--- src/seqPkg.sv ---
// pattern player package
// bus map, memory geometry, control bit positions and shared vector types
`default_nettype none

package seqPkg;

    localparam int ramBytes     = 256;
    localparam int wordWidth    = 16;
    localparam int wordCount    = ramBytes * 8 / wordWidth;
    localparam int byteAddrBits = $clog2(ramBytes);
    localparam int wordAddrBits = $clog2(wordCount);
    localparam int busAddrBits  = byteAddrBits + 1;   // top bit selects the memory window
    localparam int lengthBits   = 8;

    typedef logic [7:0]              byteT;
    typedef logic [wordWidth-1:0]    wordT;
    typedef logic [byteAddrBits-1:0] byteAddrT;
    typedef logic [wordAddrBits-1:0] wordAddrT;
    typedef logic [busAddrBits-1:0]  busAddrT;
    typedef logic [lengthBits-1:0]   lengthT;

    // register offsets inside the register window
    localparam byteAddrT regCtrl   = byteAddrT'(0);
    localparam byteAddrT regStart  = byteAddrT'(1);
    localparam byteAddrT regLength = byteAddrT'(2);

    localparam int ctrlStartBit  = 0;   // write side of regCtrl
    localparam int ctrlRecordBit = 1;
    localparam int statBusyBit   = 0;   // read side of regCtrl
    localparam int statRecordBit = 1;
    localparam int statDoneBit   = 2;

endpackage

`default_nettype wire

--- src/seqEngine.sv ---
// pattern engine, walks port B through a run of words
// plays each word out and optionally records seqIn into the same word
`timescale 1ns/100ps
`default_nettype none

module seqEngine (
    input  logic             clkA,
    input  logic             rstN,
    // control from the register block
    input  logic             startPulse,
    input  logic             recordEn,
    input  seqPkg::wordAddrT startWord,
    input  seqPkg::lengthT   runLength,
    input  seqPkg::wordT     seqIn,
    // RAM port B
    output logic             weB,
    output seqPkg::wordAddrT addrB,
    output seqPkg::wordT     diB,
    input  seqPkg::wordT     doB,
    // pattern output and status
    output seqPkg::wordT     seqOut,
    output logic             seqValid,
    output logic             busy,
    output logic             done
);

    logic             addrPhase;   // high while addrB points at a word of the run
    seqPkg::wordAddrT wordAddr;
    seqPkg::lengthT   remaining;   // words still to be addressed, including the current one

    //////////////////////////////////////////////////////////////////////
    // run state

    always_ff @(posedge clkA) begin
        if (!rstN) begin
            addrPhase <= 1'b0;
            seqValid  <= 1'b0;
            busy      <= 1'b0;
            done      <= 1'b0;
        end else begin
            seqValid <= addrPhase;   // RAM output follows the address by one cycle
            if (startPulse) begin
                if (runLength == '0) begin
                    done <= 1'b1;   // empty run finishes without touching the RAM
                end else begin
                    busy      <= 1'b1;
                    done      <= 1'b0;
                    addrPhase <= 1'b1;
                end
            end else begin
                if (addrPhase && remaining == seqPkg::lengthT'(1)) begin
                    addrPhase <= 1'b0;
                end
                // last output cycle is ending here
                if (seqValid && !addrPhase) begin
                    busy <= 1'b0;
                    done <= 1'b1;
                end
            end
        end
    end

    //////////////////////////////////////////////////////////////////////
    // address and word counters

    always_ff @(posedge clkA) begin
        if (startPulse) begin
            wordAddr  <= startWord;
            remaining <= runLength;
        end else if (addrPhase) begin
            wordAddr  <= wordAddr + seqPkg::wordAddrT'(1);   // wraps at the end of memory
            remaining <= remaining - seqPkg::lengthT'(1);
        end
    end

    assign addrB  = wordAddr;
    assign weB    = recordEn && addrPhase;   // record into the word being read
    assign diB    = seqIn;
    assign seqOut = doB;                     // read-first, so this is the old word

endmodule

`default_nettype wire

--- config.mk ---
export PLATFORM = sky130hd
export DESIGN_NAME = seqEngine
export DESIGN_NICKNAME = d
export VERILOG_FILES = /design/src/seqPkg.sv /design/src/seqEngine.sv
export SDC_FILE = /design/constraint.sdc
export NUM_CORES = 1
export LEC_CHECK = 0
export BUFFER_PORTS_ARGS = -buffer_cell sky130_fd_sc_hd__buf_2
export CAP_MARGIN = 0
export CORE_AREA = 10 10 65 67
export DETAILED_ROUTE_END_ITERATION = 7
export DIE_AREA = 0 0 75 77
export PLACE_DENSITY_LB_ADDON = 0.08
export RECOVER_POWER = 50
export SYNTH_ARGS = -nofsm -noshare
export SYNTH_HDL_FRONTEND = slang
export SYNTH_SLANG_ARGS = --single-unit
--- constraint.sdc ---
create_clock -name clkA -period 3 [get_ports clkA]
set_clock_uncertainty 0.1 [all_clocks]
set_input_delay 0.45 -clock clkA [delete_from_list [all_inputs] [get_ports clkA]]
set_output_delay 0.45 -clock clkA [all_outputs]
set_load 0.02 [all_outputs]
=== Yosys cells after proc, flatten, opt, wreduce, memory -nomap -nowiden ===
Index checks and enable logic that the tools add are counted.

* Bits in latches: 0
* Memories kept: 0
* Register bits: 19
* Logic and storage cells: 32
* Memory bits (writable): 0
* ROM bits: 0

* Reduce and logical (&&, ||, !) cells: 10
* Add/sub/neg operators: 2
* Bitwise operators: 0
* Equal/unequal tests: 2
* Multipliers: 0
* Order comparisons: 0
* Mux-type cells: 12
* Divide/modulo/power cells: 0
* Shifts and indexed selects: 0

{| class="wikitable"
|+ Operators by type and width
! operator !! number
|-
| two-way mux 8 bit || 2
|-
| two-way mux 7 bit || 2
|-
| equality test 8 x 1 -> 1 bit, second input constant || 1
|-
| zero test 8 bit || 1
|-
| two-way mux 1 bit || 8
|-
| subtractor 8 x 1 -> 8 bit, second input constant || 1
|-
| adder 7 x 1 -> 7 bit, second input constant || 1
|-
| nonzero test 2 bit || 3
|-
| AND reduction 2 bit || 2
|-
| logical AND 1 bit || 3
|-
| != test 2 bit, second input constant || 1
|-
| zero test 1 bit || 1
|}

=== Longest topological paths before layout ===
* Word-level depth: 4
* Mapped depth: 5
* Gate-level depth less buffers: 5

=== Worst setup path before layout ===
OpenSTA, ideal clock, no wires.

* Path kind: reg-to-reg
* Start: reg remaining[4]
* End: reg remaining[7] (data pin)
* Path buffers: 0
* Data required time: 2.765 ns
* Clock period less this slack: 1.662 ns
* Setup slack: 1.338 ns
* Data arrival time: 1.427 ns
* Cell stages (with the launch flop): 4
* Cell sequence: edfxtp_1 > or4_4 > or4_1 > nand3_1

* Cells in the longest elaborated chain, start to end: 3

{| class="wikitable"
|+ Ends and longest elaborated chain
! element !! RTL line !! RTL
|-
| start: declaration || seqEngine.sv:29 || <nowiki>seqPkg::lengthT remaining;</nowiki>
|-
| start signal: assignment || seqEngine.sv:69 || <nowiki>remaining <= runLength;</nowiki>
|-
| start signal: assignment || seqEngine.sv:72 || <nowiki>remaining <= remaining - seqPkg::lengthT'(1);</nowiki>
|-
| subtractor 8 x 1 -> 8 bit || seqEngine.sv:72 ||
|-
| two-way mux 8 bit || seqEngine.sv:70 || <nowiki>end else if (addrPhase) begin</nowiki>
|-
| two-way mux 8 bit || seqEngine.sv:67 || <nowiki>if (startPulse) begin</nowiki>
|}

No other way between the ends. The select of a mux whose other input is x is not followed.
A chain may end at the register's enable or synchronous reset.

=== Worst setup path after layout ===
* Start: in startPulse
* End: reg done

* Cells in the longest elaborated chain, start to end: 1
* Elaborated cells on any way between the ends: 2

{| class="wikitable"
|+ Ends and longest elaborated chain
! element !! RTL line !! RTL
|-
| start: declaration || seqEngine.sv:10 || <nowiki>input logic startPulse,</nowiki>
|-
| two-way mux 1 bit / nonzero test 2 bit (equally long branches) || - ||
|-
| end signal: assignment || seqEngine.sv:39 || <nowiki>done <= 1'b0;</nowiki>
|-
| end signal: assignment || seqEngine.sv:44 || <nowiki>done <= 1'b1;</nowiki>
|-
| end signal: assignment || seqEngine.sv:47 || <nowiki>done <= 1'b0;</nowiki>
|-
| end: declaration || seqEngine.sv:24 || <nowiki>output logic done</nowiki>
|}

Several ways; a longest one is shown, not always the timed one.

==> out/metrics.csv <==
stage,metric,value,unit
setup_path,critical path's slowest cell,clkbuf_1,
power_and_ir_drop,worst vdd ir,0.1663,mV
job,Max Cap Viol,0,
final_layout,share of layout cells above drive strength 1,0.2937,
final_layout,fin nets,181,
timing,Max Slew Vio Count,0,
cts,total CTS buffers,3,
yosys,Syn Std Cell Area,1244,sq um
route,initial DRC count,17,
timing,hold_ws,0.3057,ns
cts,Root Driver,clkbuf_4,
final_layout,post-route cell area,1204,sq um
setup_path,Worst EP arrival,2.07,ns
setup_path,worst endpoint required time,3.11,ns
grt,largest net degree at the start of global routing,32,
setup_path,WS Path Type,in -> reg,
cts,H-tree levels,1,
cts,CTS Sinks,19,
route,DR vias,849,
timing,Worst Tran Pin Value,1.065,ns
timing,fin crit share,0.6518,
die,cell row count,20,
cts,worst skew pair latency,0.30,ns
yosys,syn_nets,182,
final_layout,post-layout util,0.4042,
grt,first-pass GRT wire length,4.008,mm
route,final wirelength,2.486,mm
timing,FMAX,511.4,MHz
cts,CTS tree,built,
grt,vias in the first global route,894,
die,Initial Utilization,0.4176,
timing,final worst slack,1.044,ns
power_and_ir_drop,cell area power density,506.4,nW/um^2
timing,fin crit period,1.956,ns
die,Core ar.,2978,sq um
place,Post-Place Cells,155,
route,vias per inst,5.340,
yosys,yosys warns,0,
yosys,main combinational cell family by area after synthesis,buffers and inverters,
place,Final Wtd Congestion,0.7794,
yosys,Synth area leader,edfxtp_1,
power_and_ir_drop,total power,0.6095,mW
setup_path,slowest cell delay on critical path,0.77,ns
status,outcome,"complete, no violations",
cts,CTS Buffer Depth,2,
yosys,adder-cell share of the synthesized area,0.03018,
place,post-place setup slack,1.208,ns
final_layout,final std cells w/o fill,159,
timing,Rel. slew slack,0.2899,
grt,GRT Total Usage,0.08825,
die,top-level I/O count,94,
grt,final global-route overflow total,0,
yosys,XOR/XNOR Fraction of Synth Area,0.04225,
yosys,synthesized instance count,128,
setup_path,worst-path fanout max,31,
yosys,"Seq/Total Area, Yosys",0.4266,
die,Die Height,77,microns
yosys,post-synth top area share,0.3622,
place,# port buffers,29,
grt,antenna violations before repair,0,
timing,final setup vio count,0,
timing,setup TNS,0,ns
timing,RSZ-0062 raised after global routing,false,
cts,PostCTS Resize Cnt,0,
route,Pre-Repair DR Iteration Count,4,
final_layout,Fill cells,295,
timing,final hold viol count,0,
yosys,simple-gate share of the synthesized area,0.1761,
cts,Post-CTS Hold Buffers,0,
final_layout,Antenna diodes,0,
route,Remaining DRCs,0,
worst_hold_path,min-delay worst type,in -> reg,
setup_path,CP Launch Type,input port,
cts,CTS clock-pin slew for the worst setup and hold paths,0.11,ns
final_layout,synthesis-to-layout area growth,-3.220,%
route,remaining antenna violation count after routing,0,
yosys,multiplexer share of the synthesized area,0.009054,
yosys,Post-Syn Area per Cell,9.716,sq um
power_and_ir_drop,leak pwr,0.4915,nW
yosys,compound-gate portion of the synthesized area,0.09859,
yosys,Seq cells post-synth,19,
setup_path,Crit. End Element,register,
die,Die Area,5775,sq um
die,Die X,75,microns
route,drt wl/cell,15.64,microns
setup_path,crit-path cells,"clkbuf_1, inv_1, a21oi_1, and3b_1",
yosys,Netlist cell types,30,
place,Area after DPL,1179,sq um
cts,# Post-CTS Setup Buffers,0,
yosys,Synth area leaders,"edfxtp_1, buf_4, dfxtp_1",
cell type report:
type                       instances  area, sq um  share of cell area
sequential                        19        530.5              0.4408
multi-input combinational         69        442.9              0.3680
timing repair buffer              29        143.9              0.1195
tap                               33        41.29             0.03430
clock buffer                       4        26.28             0.02183
inverter                           5        18.77             0.01559
report_power, final:
part           switching [mW]  internal (mW)  total, mW
Sequential             0.0289          0.322      0.351
Clock                  0.0810         0.0518      0.133
Combinational          0.0706         0.0551      0.126
cell usage in the layout (no fill, tap or decap), types with 2 or more instances in the layout:
cell type and count:
buf_2 28, clkbuf_1 2, clkbuf_4 3, dfxtp_1 4, edfxtp_1 15, ha_1 3, inv_1 5, nand2_1 15
nand3_1 6, nor2_1 3, nor4_1 2, o211ai_1 3, o21ai_0 10, o221a_2 2, or4_1 4, xnor2_1 4
xor2_1 2
cells by family after synthesis:
logic type	after synthesis
and+or+nand+nor	40
DFF	19
buffers and inverters	40
AOI/OAI and AO/OA	19
xor gates and xnor gates	6
muxes	1
adders and majority gates	3
worst paths after layout:
check | from | end | slack (ns) | cells after the start
setup / recovery | startPulse | done | 1.04 | 4
hold / removal | rstN | seqValid | 0.31 | 2
setup reg to reg | remaining[2] | remaining[5] | 1.25 | 3
hold reg to reg | addrPhase | seqValid | 0.44 | 1
cells in the mapped netlist:
cell type and number:
a211o_1 1, a21oi_1 1, a31oi_1 1, and2_1 2
and3b_1 1, buf_4 32, clkbuf_1 3, dfxtp_1 4
edfxtp_1 15, ha_1 3, inv_1 5, mux2_2 1
nand2_1 15, nand3_1 6, nand4_1 1, nor2_1 3
nor3_1 1, nor3b_1 1, nor4_1 2, o211ai_1 3
o21ai_0 10, o221a_2 2, o31ai_1 1, or2_2 1
or3_4 1, or4_1 4, or4_4 1, or4b_1 1
xnor2_1 4, xor2_1 2
critical path, delay by kind of cell:
family / cells / cell delay, ns
AO/OA/AOI/OAI: 1 / 0.32
buffers and inverters: 2 / 1.09
AND/OR/NAND/NOR: 1 / 0.21
sequential cells by signal, indices dropped and copies added (netlist names):
name,flops
seqValid,1
busy,1
remaining,8
done,1
addrPhase,1
addrB,7
metal layers:
layer	routed length, microns	up-vias	GRT usage
li1	-	419	-
met1	1037	376	0.09782
met2	1093	32	0.1288
met3	244	22	0.02960
met4	110	0	0.07765
met5	0	-	0
Note: power is estimated with default switching activity, not from simulation.
