===== src/seqPkg.sv =====
// pattern player package
// bus map, memory geometry, control bit positions and shared vector types
`default_nettype none

package seqPkg;

    localparam int ramBytes     = 256;
    localparam int wordWidth    = 16;
    localparam int wordCount    = ramBytes * 8 / wordWidth;
    localparam int byteAddrBits = $clog2(ramBytes);
    localparam int wordAddrBits = $clog2(wordCount);
    localparam int busAddrBits  = byteAddrBits + 1;   // top bit selects the memory window
    localparam int lengthBits   = 8;

    typedef logic [7:0]              byteT;
    typedef logic [wordWidth-1:0]    wordT;
    typedef logic [byteAddrBits-1:0] byteAddrT;
    typedef logic [wordAddrBits-1:0] wordAddrT;
    typedef logic [busAddrBits-1:0]  busAddrT;
    typedef logic [lengthBits-1:0]   lengthT;

    // register offsets inside the register window
    localparam byteAddrT regCtrl   = byteAddrT'(0);
    localparam byteAddrT regStart  = byteAddrT'(1);
    localparam byteAddrT regLength = byteAddrT'(2);

    localparam int ctrlStartBit  = 0;   // write side of regCtrl
    localparam int ctrlRecordBit = 1;
    localparam int statBusyBit   = 0;   // read side of regCtrl
    localparam int statRecordBit = 1;
    localparam int statDoneBit   = 2;

endpackage

`default_nettype wire


===== src/busRegs.sv =====
// byte bus decoder for the pattern player
// routes accesses to the control registers or the memory window and
// returns read data one cycle after the read strobe
`timescale 1ns/100ps
`default_nettype none

module busRegs (
    input  logic             clkA,
    input  logic             rstN,
    // host bus
    input  seqPkg::busAddrT  busAddr,
    input  logic             busWr,
    input  logic             busRd,
    input  seqPkg::byteT     busWrData,
    output seqPkg::byteT     busRdData,
    // RAM port A
    output logic             weA,
    output seqPkg::byteAddrT addrA,
    output seqPkg::byteT     diA,
    input  seqPkg::byteT     doA,
    // engine control
    output logic             startPulse,
    output logic             recordEn,
    output seqPkg::wordAddrT startWord,
    output seqPkg::lengthT   runLength,
    input  logic             busy,
    input  logic             done
);

    logic             memSel;
    logic             regWr;
    logic             idle;
    seqPkg::byteAddrT regAddr;
    seqPkg::byteT     statusByte;
    seqPkg::byteT     regValue;
    seqPkg::byteT     regRdData;
    logic             rdFromMem;

    assign memSel  = busAddr[seqPkg::busAddrBits-1];
    assign regAddr = busAddr[seqPkg::byteAddrBits-1:0];
    assign regWr   = busWr && !memSel;
    assign idle    = !busy && !startPulse;   // a start already issued counts as busy

    // the memory window goes straight to port A
    assign weA   = busWr && memSel;
    assign addrA = regAddr;
    assign diA   = busWrData;

    //////////////////////////////////////////////////////////////////////
    // control registers

    always_ff @(posedge clkA) begin
        if (!rstN) begin
            startPulse <= 1'b0;
            recordEn   <= 1'b0;
            startWord  <= '0;
            runLength  <= '0;
        end else begin
            startPulse <= 1'b0;
            if (regWr) begin
                case (regAddr)
                    seqPkg::regCtrl: begin
                        if (idle) begin   // ctrl writes during a run are dropped
                            recordEn   <= busWrData[seqPkg::ctrlRecordBit];
                            startPulse <= busWrData[seqPkg::ctrlStartBit];
                        end
                    end
                    seqPkg::regStart:  startWord <= busWrData[seqPkg::wordAddrBits-1:0];
                    seqPkg::regLength: runLength <= busWrData[seqPkg::lengthBits-1:0];
                    default: ;
                endcase
            end
        end
    end

    //////////////////////////////////////////////////////////////////////
    // read path, registered so both sources share the RAM latency

    always_comb begin
        statusByte                        = '0;
        statusByte[seqPkg::statBusyBit]   = busy;
        statusByte[seqPkg::statRecordBit] = recordEn;
        statusByte[seqPkg::statDoneBit]   = done;
    end

    always_comb begin
        regValue = '0;
        case (regAddr)
            seqPkg::regCtrl:   regValue = statusByte;
            seqPkg::regStart:  regValue[seqPkg::wordAddrBits-1:0] = startWord;
            seqPkg::regLength: regValue[seqPkg::lengthBits-1:0] = runLength;
            default:           regValue = '0;
        endcase
    end

    always_ff @(posedge clkA) begin
        if (!rstN) begin
            rdFromMem <= 1'b0;
        end else if (busRd) begin
            rdFromMem <= memSel;
        end
    end

    always_ff @(posedge clkA) begin
        if (busRd) begin
            regRdData <= regValue;
        end
    end

    assign busRdData = rdFromMem ? doA : regRdData;   // port A data arrives in the same cycle

endmodule

`default_nettype wire


===== config.mk =====
export PLATFORM = sky130hd
export DESIGN_NAME = busRegs
export DESIGN_NICKNAME = d
export VERILOG_FILES = /design/src/seqPkg.sv /design/src/busRegs.sv
export SDC_FILE = /design/constraint.sdc
export NUM_CORES = 1
export LEC_CHECK = 0
export BUFFER_PORTS_ARGS = -buffer_cell sky130_fd_sc_hd__buf_4
export CAP_MARGIN = 20
export CORE_MARGIN = 1
export CORE_UTILIZATION = 44
export CTS_CLUSTER_DIAMETER = 50
export DETAILED_ROUTE_END_ITERATION = 8
export HOLD_SLACK_MARGIN = 0.15
export PLACE_DENSITY = 0.79
export SYNTH_ARGS = -nofsm -noshare
export SYNTH_HDL_FRONTEND = slang
export SYNTH_SLANG_ARGS = --single-unit

===== constraint.sdc =====
create_clock -name clkA -period 1.3 [get_ports clkA]
set_input_delay 0 -clock clkA [delete_from_list [all_inputs] [get_ports clkA]]
set_output_delay 0 -clock clkA [all_outputs]
set_load 0.02 [all_outputs]

# Yosys cells after proc, flatten, opt, wreduce, memory -nomap -nowiden
# Index checks and enable logic that the tools add are counted.
# word_totals
ff_bits	26
latch_bits	0
ram_bits	0
romBits	0
output_inout_bits	42
elab_cells	22
n_memories	0
# op_classes
addsub	0
multipliers	0
n_div	0
n_lt_le_gt_ge	0
n_eq_ne	2
shifts	0
n_mux	2
bitwise	0
reduce_logical	11
# op_table
operator	n
7-bit one-hot mux with 3 select lines	1
8-bit by 1-bit equality test with 1-bit output (second input constant)	1
8-bit by 2-bit equality test with 1-bit output (second input constant)	1
8-bit zero test	1
8-bit two-way mux	1
2-bit AND reduction	2
4-bit AND reduction	1
1-bit logical AND	3
1-bit zero test	3
3-bit AND reduction	1

# Depth between registers and ports, before layout
# logic_depth
ltp_word	3
mapped_depth	5

# Worst setup path after synthesis
# OpenSTA, ideal clock, no wires.
# synth_timing
path_type	register -> output
from	reg rdFromMem
to	out busRdData[0]
arrival_ns	1.004
required_ns	1.300
path_slack_ns	0.296
path_stages_with_launch	3
path_buffers	1
path_cell_list	dfxtp_1 -> clkbuf_1 -> mux2_2
# synth_via
elab_chain_len	1
# synth_lines
element	line_no	source
start, declared	busRegs.sv:37	logic rdFromMem;
start signal, assigned	busRegs.sv:100	rdFromMem <= memSel;
8-bit two-way mux	busRegs.sv:110	assign busRdData = rdFromMem ? doA : regRdData;
end, declared	busRegs.sv:15	output seqPkg::byteT busRdData,
# No other way between the ends.

# Worst setup path after layout
# Ends and elaborated chain as after synthesis.

==> out/qor.csv <==
stage,metric,value,unit
status,status,finished with violations,
status,violations,"design-rule violations, negative hold slack",
sta,post-route-period-util,0.976,
setup_path,critPathLaunchType,flip-flop,
final_layout,nets,240,
sta,hold_viol,1,
placed_design,placedCellCount,213,
final_layout,final_cells,239,
die,core-area,2830,um2
setup_path,slowest_delay,0.44,ns
synthesis,synth_adder_area_share,0,
clock_tree,htree_levels,1,
synthesis,syn_avg_cell_area,10.4,um2
synthesis,synth_compound_area_frac,0.0416,
clock_tree,clock_path_buffers,2,
die,rows,19,
clock_tree,cts.sinks,26,
synthesis,synth_top_cell_by_area,dfxtp_1,
global_routing,grt_start_max_net_pins,26,
die,num_io_pins,73,
synthesis,yosysUniqueCellTypes,19,
synthesis,synth.area.top_cells,"dfxtp_1 (27%), edfxtp_1 (18%), mux2i_1 (15%), buf_4 (9.4%), nand2_1 (7.5%)",
die,start_util,0.479,
synthesis,yosys.area_share.simple,0.191,
setup_path,r2r_setup_slack,0.27,ns
clock_tree,cts_tree,built,
route,postRouteAntennaNets,0,
final_layout,fillers,216,
setup_path,endpoint_kind,output port,
die,die_h,57.5,um
setup_path,critical_path_class,flip-flop to output port,
pwr,total_power,1.78,mW
synthesis,synth_nets,161,
placed_design,port_buffers,72,
clock_tree,clock_tree.root_cell,clkbuf_4,
pwr,seq_power_share,0.480,
global_routing,grt_usage,0.207,
placed_design,place_hpwl,2350,um
synthesis,synth.top_cell.area_share,0.266,
clock_tree,insertion_delay,0.33,ns
pwr,p_sw_frac,0.239,
setup_path,worstPathBufferInverterCount,1,
synthesis,synth_common_cells,"nand2_1 (27), mux2i_1 (20), dfxtp_1 (18)",
clock_tree,clkSlewWorstSetupHoldPaths,0.14,ns
sta,hold-worst-slack,-0.0463,ns
synthesis,synth_seq_cells,26,
sta,worst_slew_pin_slew,0.485,ns
synthesis,synth_area,1350,um2
setup_path,cp.arrival,1.27,ns
route,wl_per_cell,14.1,um
global_routing,grt_pass1_wl,5240,um
setup_path,cp_cell_sequence,mux2_2 > buf_4,
synthesis,synth_mux_area_frac,0.214,
global_routing,grt_pass1_vias,1202,
final_layout,antenna_cells,0,
final_layout,syn_to_final_growth,53.5,%
pwr,pwr-share-clk,0.320,
sta,setup_viol,0,
setup_path,regToRegStartpoint,startWord[0],
placed_design,gp_congestion,0.722,
route,dr.pass1.iters,8,
die,die_area,3300,um2
synthesis,synth_enable_flop_cells,8,
min_path,min_path_type,input pin to flip-flop,
synthesis,ys.flop_type,dfxtp_1,
route,drc_errors,5,
sta,max_freq,788,MHz
pwr,combPwrFrac,0.200,
sta,skew,0.000989,ns
synthesis,synth_xor_area_frac,0,
run,drv_cap,0,
setup_path,crit_path_max_fanout,9,
setup_path,required,1.30,ns
setup_path,reg2reg_to,regRdData[0],
route,drt_iter0_drc,29,
route,routed_via_density,5.05,
final_layout,utilization,0.735,
final_layout,drive_gt1_frac,0.442,
synthesis,synth_top_family_by_area,multiplexers,
placed_design,placed_cell_area,1800,um2
pwr,peakVddDrop,0.487,mV
synthesis,postSynthCellCount,130,
sta,slew_viol_final,0,
route,drt-total-wl,3380,um
clock_tree,cts-buffers-inserted,3,
final_layout,design_area,2080,um2
min_path,worst_hold_path.num_cells,4,
synthesis,ys_seq_area_frac,0.444,
synthesis,yosysMostFrequentCell,nand2_1,
setup_path,worst-r2r-cell-count,3,
synthesis,yosysWarnings,0,
synthesis,async_reset_ff_frac,0,
pwr,powerDensity,855,nW/um2
global_routing,grt_remaining_overflow,0,
min_path,hold_end,startPulse,
setup_path,crit_family,flip-flops,
setup_path,slowest_stage,dfxtp_4,
die,die_x,57.5,um
min_path,holdCritStartpoint,busAddr[3],
pwr,p_int,1.35,mW
route,vias,1206,
global_routing,antenna_found_initial,0,
pwr,leakagePower,0.990,nW
sta,relSlewSlack,0.676,
pwr,switchingPower,424,uW
sta,finalCriticalPeriod,1.27,ns
how the worst max path moves through the flow:
stage	startpoint	end	cells past startpoint
2_1_floorplan	rdFromMem	busRdData[0]	2
5_1_grt	rstN	runLength[6]	5
6_report	rdFromMem	busRdData[0]	2
4_1_cts	rstN	runLength[3]	5
3_5_place_dp	busAddr[8]	startWord[5]	4
3_3_place_gp	busAddr[0]	startWord[3]	4
area by class of cell:
type | instances | area (um2) | share of cell area
multi-input cells | 82 | 606 | 0.291
repair buffers | 96 | 777 | 0.374
well taps | 31 | 38.8 | 0.0187
clock inverters | 1 | 30.0 | 0.0144
flip-flops and latches | 26 | 604 | 0.291
clock buffers | 3 | 22.5 | 0.0108
layer usage:
| metal | wire length [um] | GRT usage | up-vias | share of wire |
|---|---|---|---|---|
| li1 | - | - | 589 | - |
| met1 | 1290 | 0.226 | 559 | 0.38 |
| met2 | 1850 | 0.409 | 53 | 0.55 |
| met3 | 200 | 0.0249 | 5 | 0.059 |
| met4 | 35 | 0.0627 | 0 | 0.010 |
| met5 | 0 | 0 | - | 0 |
logic make-up after synthesis:
logic type | Yosys count
muxes | 28
and+or+nand+nor | 47
AOI/OAI and AO/OA | 7
buffers and inverters | 22
DFF | 26
power by group through the flow:
stage          combinational, mW  sequential (mW)  clock [mW]
5_1_grt                    0.377            0.856       0.598
3_3_place_gp               0.299            0.871           0
6_report                   0.356            0.853       0.568
3_5_place_dp               0.304            0.872           0
4_1_cts                    0.350            0.854       0.565
2_1_floorplan              0.179            0.866           0
metrics by stage:
stage | setup TNS (ns) | setup WS (ns)
2_1_floorplan | 0 | 0.296
3_3_place_gp | 0 | 0.180
3_5_place_dp | 0 | 0.165
4_1_cts | 0 | 0.0116
5_1_grt | -0.00528 | -0.00424
6_report | 0 | 0.0317
state kept, by name, indices dropped and copies added (netlist names):
signal and count:
regRdData 8, runLength 8, startWord 7, rdFromMem 1, recordEn 1, startPulse 1
worst reg2reg max path: cells and delay by family (launching register included):
kind | cells | cell delay, ns
flip-flops | 1 | 0.36
AND/OR/NAND/NOR | 1 | 0.08
AO/OA/AOI/OAI | 1 | 0.20
multiplexers | 1 | 0.16
cells in the final DEF (no fill, tap or decap), drive strengths merged, types with 2 or more instances in the layout:
| cell type | Yosys | final |
|---|---|---|
| a2bb2oi | 3 | 3 |
| nor4 | 2 | 2 |
| nand2 | 27 | 27 |
| mux2i | 20 | 20 |
| dlygate4sd3 | 0 | 21 |
| nor2b | 3 | 3 |
| mux2 | 8 | 8 |
| buf | 18 | 75 |
| nand3 | 3 | 3 |
| a22oi | 4 | 4 |
| dfxtp | 18 | 18 |
| nor2 | 9 | 9 |
| edfxtp | 8 | 8 |
| clkbuf | 4 | 3 |
what timing repair did:
action | 4_1_cts | 5_1_grt
pin swaps | 0 | 2
endpoints found under the hold margin | 27 | 3
setup buffers | 0 | 2
gates resized for setup | 2 | 1
hold buffers | 19 | 2
endpoints found under the setup margin | 8 | 15
gates cloned | 0 | 0
Note: power is estimated with default switching activity, not from simulation.
